<file path="src/verilog/mat_pkg.sv">
// ==============================
// Weight matrix geometry for a single fixed shape. Elements are signed
// Q8.8 fixed point. Nothing here does arithmetic on the format.
// ==============================
package mat_pkg;

    // Element format
    localparam int elem_width = 16;
    localparam int frac_width = 8;

    // Matrix shape
    localparam int mat_rows = 8;
    localparam int mat_cols = 8;

    // One RAM word per matrix row
    localparam int row_addr_width = $clog2(mat_rows);

    // One signed fixed-point weight
    typedef logic signed [elem_width-1:0] elem_t;

    // Full matrix row with element 0 as column 0
    typedef elem_t [mat_cols-1:0] w_row_t;

endpackage

</file>
<file path="src/verilog/n2r_pkg.sv">
// ==============================
// Reorder constants for 2x2 vertical blocks. Matrix dimensions must
// divide evenly by the block size and give power-of-two counts.
// ==============================
package n2r_pkg;

    import mat_pkg::*;

    // Block shape
    localparam int block_rows = 2;
    localparam int block_cols = 2;

    // Block counts with row blocks running inner
    localparam int total_row_blocks = mat_rows / block_rows;
    localparam int col_groups       = mat_cols / block_cols;
    localparam int total_blocks     = total_row_blocks * col_groups;

    // Index widths for the block counter
    localparam int rb_width      = $clog2(total_row_blocks);
    localparam int cg_width      = $clog2(col_groups);
    localparam int blk_cnt_width = $clog2(total_blocks) + 1;

    typedef enum logic [1:0] {
        idle  = 2'd0,
        fill  = 2'd1,
        slice = 2'd2,
        done  = 2'd3
    } n2r_state_e;

    // Top is the even row of the pair, left the even column
    typedef struct packed {
        elem_t top_left;
        elem_t bottom_left;
        elem_t top_right;
        elem_t bottom_right;
    } w_block_t;

    typedef struct packed {
        logic output_ready;
        logic slice_done;
        logic buffer_done;
    } n2r_status_t;

endpackage

</file>
<file path="src/verilog/ram_1w2r.sv">
`timescale 1ns/1ps
// ==============================
// Register-array RAM, one write and two registered read ports.
// A read of the address being written returns the old word.
// ==============================
module ram_1w2r
    import mat_pkg::*;
#(
    parameter type word_t = w_row_t
) (
    input  logic                      clk,
    input  logic                      we,
    input  logic [row_addr_width-1:0] waddr,
    input  word_t                     wdata,
    input  logic [row_addr_width-1:0] raddr0,
    input  logic [row_addr_width-1:0] raddr1,
    output word_t                     rdata0,
    output word_t                     rdata1
);

    word_t mem [mat_rows];

    // Write port
    always_ff @(posedge clk) begin
        if (we) begin
            mem[waddr] <= wdata;
        end
    end

    // Both read ports sample every cycle
    always_ff @(posedge clk) begin
        rdata0 <= mem[raddr0];
        rdata1 <= mem[raddr1];
    end

endmodule

</file>
<file path="src/verilog/n2r_buffer_w.sv">
`timescale 1ns/1ps
// ==============================
// Fills once from row-major rows, then emits one 2x2 block per cycle,
// 3 cycles after entering slice. Stays done until rst_n.
// ==============================
module n2r_buffer_w
    import mat_pkg::*;
    import n2r_pkg::*;
(
    input  logic        clk,
    input  logic        rst_n,
    input  logic        en,
    input  w_row_t      row_in,
    output w_block_t    block_out,
    output n2r_status_t status
);

    n2r_state_e state_reg;
    n2r_state_e state_next;

    // Fill side
    logic [row_addr_width-1:0] row_cnt;
    logic                      ram_we;
    logic                      fill_last;

    // Block issue, stage 0
    logic [blk_cnt_width-1:0]  blk_cnt;
    logic [rb_width-1:0]       row_blk;
    logic [cg_width-1:0]       col_grp;
    logic                      issue;
    logic                      issue_last;

    // Address register, stage 1
    logic [row_addr_width-1:0] raddr0;
    logic [row_addr_width-1:0] raddr1;
    logic [cg_width-1:0]       col_d1;
    logic                      vld_d1;
    logic                      last_d1;

    // RAM output, stage 2
    w_row_t                    rdata0;
    w_row_t                    rdata1;
    logic [cg_width-1:0]       col_d2;
    logic                      vld_d2;
    logic                      last_d2;

    // Output register, stage 3
    w_block_t                  block_next;
    logic                      out_vld;
    logic                      out_last;

    // FSM
    always_ff @(posedge clk) begin
        if (!rst_n) begin
            state_reg <= idle;
        end else begin
            state_reg <= state_next;
        end
    end

    always_comb begin
        state_next = state_reg;
        case (state_reg)
            idle: begin
                if (en) begin
                    state_next = fill;
                end
            end
            fill: begin
                if (fill_last) begin
                    state_next = slice;
                end
            end
            // Leave slice only once the last block has left the pipe
            slice: begin
                if (out_last) begin
                    state_next = done;
                end
            end
            done:    state_next = done;
            default: state_next = idle;
        endcase
    end

    // Row write and counter
    assign ram_we    = (state_reg == fill) && en;
    assign fill_last = ram_we && (row_cnt == row_addr_width'(mat_rows - 1));

    always_ff @(posedge clk) begin
        if (!rst_n) begin
            row_cnt <= '0;
        end else if (ram_we) begin
            row_cnt <= row_cnt + 1'b1;
        end
    end

    // Block counter stops at total_blocks
    assign issue      = (state_reg == slice) && (blk_cnt < blk_cnt_width'(total_blocks));
    assign issue_last = issue && (blk_cnt == blk_cnt_width'(total_blocks - 1));
    assign row_blk    = blk_cnt[rb_width-1:0];
    assign col_grp    = blk_cnt[rb_width +: cg_width];

    always_ff @(posedge clk) begin
        if (!rst_n) begin
            blk_cnt <= '0;
        end else if (issue) begin
            blk_cnt <= blk_cnt + 1'b1;
        end
    end

    // Row-pair addresses and column group alongside the RAM latency
    always_ff @(posedge clk) begin
        raddr0 <= row_addr_width'(row_blk * block_rows);
        raddr1 <= row_addr_width'(row_blk * block_rows + 1);
        col_d1 <= col_grp;
        col_d2 <= col_d1;
    end

    // Valid and last markers
    always_ff @(posedge clk) begin
        if (!rst_n) begin
            vld_d1   <= 1'b0;
            last_d1  <= 1'b0;
            vld_d2   <= 1'b0;
            last_d2  <= 1'b0;
            out_vld  <= 1'b0;
            out_last <= 1'b0;
        end else begin
            vld_d1   <= issue;
            last_d1  <= issue_last;
            vld_d2   <= vld_d1;
            last_d2  <= last_d1;
            out_vld  <= vld_d2;
            out_last <= last_d2;
        end
    end

    // Pick the column pair out of both rows
    always_comb begin
        block_next.top_left     = rdata0[col_d2 * block_cols];
        block_next.bottom_left  = rdata1[col_d2 * block_cols];
        block_next.top_right    = rdata0[col_d2 * block_cols + 1];
        block_next.bottom_right = rdata1[col_d2 * block_cols + 1];
    end

    always_ff @(posedge clk) begin
        if (vld_d2) begin
            block_out <= block_next;
        end
    end

    assign status.output_ready = out_vld;
    assign status.slice_done   = out_last;
    assign status.buffer_done  = (state_reg == done);

    ram_1w2r #(
        .word_t (w_row_t)
    ) u_ram (
        .clk    (clk),
        .we     (ram_we),
        .waddr  (row_cnt),
        .wdata  (row_in),
        .raddr0 (raddr0),
        .raddr1 (raddr1),
        .rdata0 (rdata0),
        .rdata1 (rdata1)
    );

endmodule

</file>
<file path="src/verilog/n2r_weight_top.sv">
`timescale 1ns/1ps
// ==============================
// Weight-side reorder subsystem. One fill per reset, no back-pressure
// on block_out while status.output_ready is high.
// ==============================
module n2r_weight_top
    import mat_pkg::*;
    import n2r_pkg::*;
(
    input  logic        clk,
    input  logic        rst_n,
    input  logic        en,
    input  w_row_t      row_in,
    output w_block_t    block_out,
    output n2r_status_t status
);

    n2r_buffer_w u_buffer (
        .clk       (clk),
        .rst_n     (rst_n),
        .en        (en),
        .row_in    (row_in),
        .block_out (block_out),
        .status    (status)
    );

endmodule

</file>
<file path="config.mk">
export PLATFORM = sky130hd
export DESIGN_NAME = n2r_weight_top
export DESIGN_NICKNAME = d
export VERILOG_FILES = /design/src/verilog/mat_pkg.sv /design/src/verilog/n2r_pkg.sv /design/src/verilog/ram_1w2r.sv /design/src/verilog/n2r_buffer_w.sv /design/src/verilog/n2r_weight_top.sv
export SDC_FILE = /design/constraint.sdc
export NUM_CORES = 1
export LEC_CHECK = 0
export BUFFER_PORTS_ARGS = -buffer_cell sky130_fd_sc_hd__buf_4
export CAP_MARGIN = 20
export CORE_ASPECT_RATIO = 0.6
export CORE_UTILIZATION = 49
export DETAILED_ROUTE_END_ITERATION = 7
export GPL_ROUTABILITY_DRIVEN = 0
export PLACE_DENSITY = 0.68
export SETUP_SLACK_MARGIN = 0.3
export SLEW_MARGIN = 20
export SYNTH_ARGS = -nofsm -noshare
export SYNTH_HDL_FRONTEND = slang
export SYNTH_SLANG_ARGS = --single-unit
</file>
<file path="constraint.sdc">
create_clock -name clk -period 10.6 [get_ports clk]
set_clock_uncertainty 0.05 [all_clocks]
set_input_delay 1.59 -clock clk [delete_from_list [all_inputs] [get_ports clk]]
set_output_delay 1.59 -clock clk [all_outputs]
set_load 0.05 [all_outputs]
</file>
==> results.json <==
{
  "maxSlewHeadroom": 0.276,
  "drcViolationCount": 0,
  "clkSinkCount": 1366,
  "ctsResizeCount": 0,
  "cp_data_required_time_ns": 10.87,
  "synth-edff-count": 1088,
  "numCtsBuffers": 113,
  "ctsHoldBuffers": 0,
  "ys_types": 30,
  "grt_pass1_vias": 20300,
  "area_growth_pct": 13.9,
  "clkSlewWorstSetupHoldPaths_ns": 0.06,
  "r2r_start": "u_buffer.state_reg[0]$_SDFFE_PN0P_",
  "ys_seq_area_frac": 0.821,
  "hold_viol": 0,
  "worst_path_largest_cell_delay_ns": 0.93,
  "post-synth-top-count-cell": "edfxtp_1",
  "cap_violations": 0,
  "crit_type": "in2reg",
  "synth_compound_area_frac": 0.000806,
  "r2r_setup_slack_ns": 6.57,
  "numPortBuffers": 197,
  "synth.avg_cell_area_um2": 25.7,
  "dpl.hpwl_mm": 46.2,
  "vias_per_cell": 5.50,
  "die_area_mm2": 0.0963,
  "synthTopCellsByArea": "edfxtp_1 70%, mux4_2 15%, dfxtp_1 12%, buf_12 0.95%, buf_2 0.34%",
  "tns_ns": 0,
  "yosysTopAreaCell": "edfxtp_1",
  "die_y_um": 241,
  "outcome": "completed",
  "postLayoutCoreUtil": 0.564,
  "track_usage": 0.187,
  "period_minus_slack_ns": 4.55,
  "dr.pass1.iters": 5,
  "grt_max_degree": 129,
  "die_w_um": 400,
  "antenna_found_initial": 11,
  "holdPathStages": 0,
  "period_share": 0.429,
  "grt.overflow.total": 0,
  "cp-end-kind": "flop",
  "largest_reg_flops": 1024,
  "drtIter0Drc": 1714,
  "cts_tree": "done",
  "synthXorXnorAreaFrac": 0.000188,
  "ant_nets": 0,
  "rr_worst_depth": 5,
  "synthArstFlopShare": 0,
  "fmax_mhz": 220,
  "rsz0062_at_grt": "no",
  "setup_viol": 0,
  "fillCellCount": 6766,
  "crit_top_cell": "buf_4",
  "grt_pass1_wl_mm": 131,
  "cp-startpoint": "en",
  "routed_wirelength_mm": 87.4,
  "synth_fa_ha_area_frac": 0.00107,
  "regMostFlops": "u_buffer.u_ram.mem",
  "synthesis.area_mm2": 0.0466,
  "r2r-end": "u_buffer.u_ram.mem[6][73]$_DFFE_PP_",
  "insertion_delay_ns": 0.70,
  "reg_top3": "u_buffer.u_ram.mem (1024), u_buffer.u_ram.rdata0 (128), u_buffer.u_ram.rdata1 (128)",
  "tightest_slew_ns": 1.09,
  "ir_drop_mv": 0.161,
  "start_kind": "input pin",
  "critPathTopFamily": "buffers and inverters",
  "post_cts_buffers": 0,
  "worstPathCellList": "buf_4, nand3b_1, or2_2, nor2_4, buf_4, buf_4",
  "drive_gt1_frac": 0.341,
  "htreeDepth": 3,
  "yosys_register_bits": 1366,
  "rows": 87,
  "synth_common_cells": "1,088 x edfxtp_1, 320 x mux4_2, 278 x dfxtp_1",
  "coreArea_mm2": 0.0941,
  "crit_arrival_ns": 4.82,
  "io_pins": 198,
  "p_leak_nw": 16.9,
  "routed-via-count": 18900,
  "worst-path-buf-inv": 3,
  "cts_buffer_depth": 3,
  "cp_max_fo": 58,
  "p_per_area_mw_per_mm2": 193,
  "synth_simple_gate_area_frac": 0.00441,
  "synth_mux_area_frac": 0.156,
  "fin_nets": 2216,
  "synth_top_area_share": 0.701,
  "root_buffer": "clkbuf_16",
  "postSynth.topFlopCell": "edfxtp_1",
  "slowest_stage": "buf_4",
  "synth_warnings": 0,
  "fin_hold_ws_ns": 0.282,
  "avgRoutedWirePerCell_um": 25.5,
  "netlist_instances": 1815,
  "hold_class": "reg2reg",
  "final-max-slew-violation-count": 0,
  "synth_top_family_by_area": "multiplexers",
  "syn_nets": 1950,
  "start_util": 0.495,
  "worstHoldStart": "u_buffer.col_d1[1]$_DFF_P_",
  "min_to": "u_buffer.col_d2[1]$_DFF_P_"
}
## kinds of logic after synthesis
logic type	Yosys count
XOR/XNOR	1
AO/OA/AOI/OAI	6
adder cells (fa/ha/maj)	4
multiplexers	325
flip-flops	1366
AND/OR/NAND/NOR	37
buffers and inverters	76
## routing by layer
metal / GRT usage / wire, um / vias up
met3: 0.0408 / 4900 / 143
met2: 0.298 / 42600 / 423
met1: 0.263 / 38000 / 10200
li1: - / - / 8141
met4: 0.0500 / 1780 / 14
met5: 0 / 84 / -
## power by group
| group | internal, mW | switching (mW) |
|---|---|---|
| registers | 5.83 | 0.0150 |
| logic | 0.0638 | 0.0881 |
| clock network | 2.40 | 1.87 |
| total | 8.29 | 1.97 |
## how the worst max path moves through the flow
stage                                     endpoint  cells past startpoint
2_1_floorplan   u_buffer.u_ram.mem[6][0]$_DFFE_PP_                      3
3_3_place_gp   u_buffer.u_ram.mem[2][76]$_DFFE_PP_                      6
3_5_place_dp   u_buffer.u_ram.mem[6][41]$_DFFE_PP_                      6
4_1_cts        u_buffer.u_ram.mem[6][40]$_DFFE_PP_                      6
5_1_grt        u_buffer.u_ram.mem[6][72]$_DFFE_PP_                      6
6_report       u_buffer.u_ram.mem[6][73]$_DFFE_PP_                      6
## worst reg2reg max path: cells and delay by family, from the launching register on
| kind | cells | cell delay, ns |
|---|---|---|
| buffers and inverters | 2 | 1.75 |
| and+or+nand+nor | 3 | 1.38 |
| DFF | 1 | 0.44 |
## layout make-up
type                            instances  area [um2]  share of cell area
Tap cell                             1246        1560              0.0294
Clock inverter                         70         698              0.0132
Multi-Input combinational cell        373        7630               0.144
Inverter                                2        7.51            0.000141
Antenna cell                            4        10.0            0.000189
Timing Repair Buffer                  225        1750              0.0329
Sequential cell                      1366       38300               0.721
Clock buffer                          144        3160              0.0595
## layout by cell type (no fill, tap or decap), types with 2 or more instances in the layout
cell        instances
a21boi_0            2
and2_1              7
and3_1              2
buf_12              3
buf_4             221
bufinv_16          12
clkbuf_1           12
clkbuf_16         115
clkbuf_8           17
clkinv_1           19
clkinv_2           28
clkinv_8            2
clkinvlp_4          6
dfxtp_1           273
dfxtp_4             5
diode_2             4
edfxtp_1         1088
ha_1                4
inv_1               2
inv_16              2
mux2i_1             5
mux4_2            320
nand2_1             5
nand2b_1            5
nand4_1             2
nor2_4              6
nor2b_1             3
nor3_4              2
o21ai_0             2
## metrics by stage
step / cells / power [mW] / setup slack (ns) / area, um2
after floorplan: 1815 / 6.01 / 2.50 / 46600
after global placement: 3211 / 6.10 / 5.31 / 49200
after detailed placement: 3211 / 6.12 / 5.20 / 49200
final: 3430 / 10.3 / 6.05 / 53100
after global routing: 3428 / 10.6 / 5.84 / 53100
after CTS: 3425 / 10.4 / 5.96 / 53000
Power figures use the tool's default switching activity.
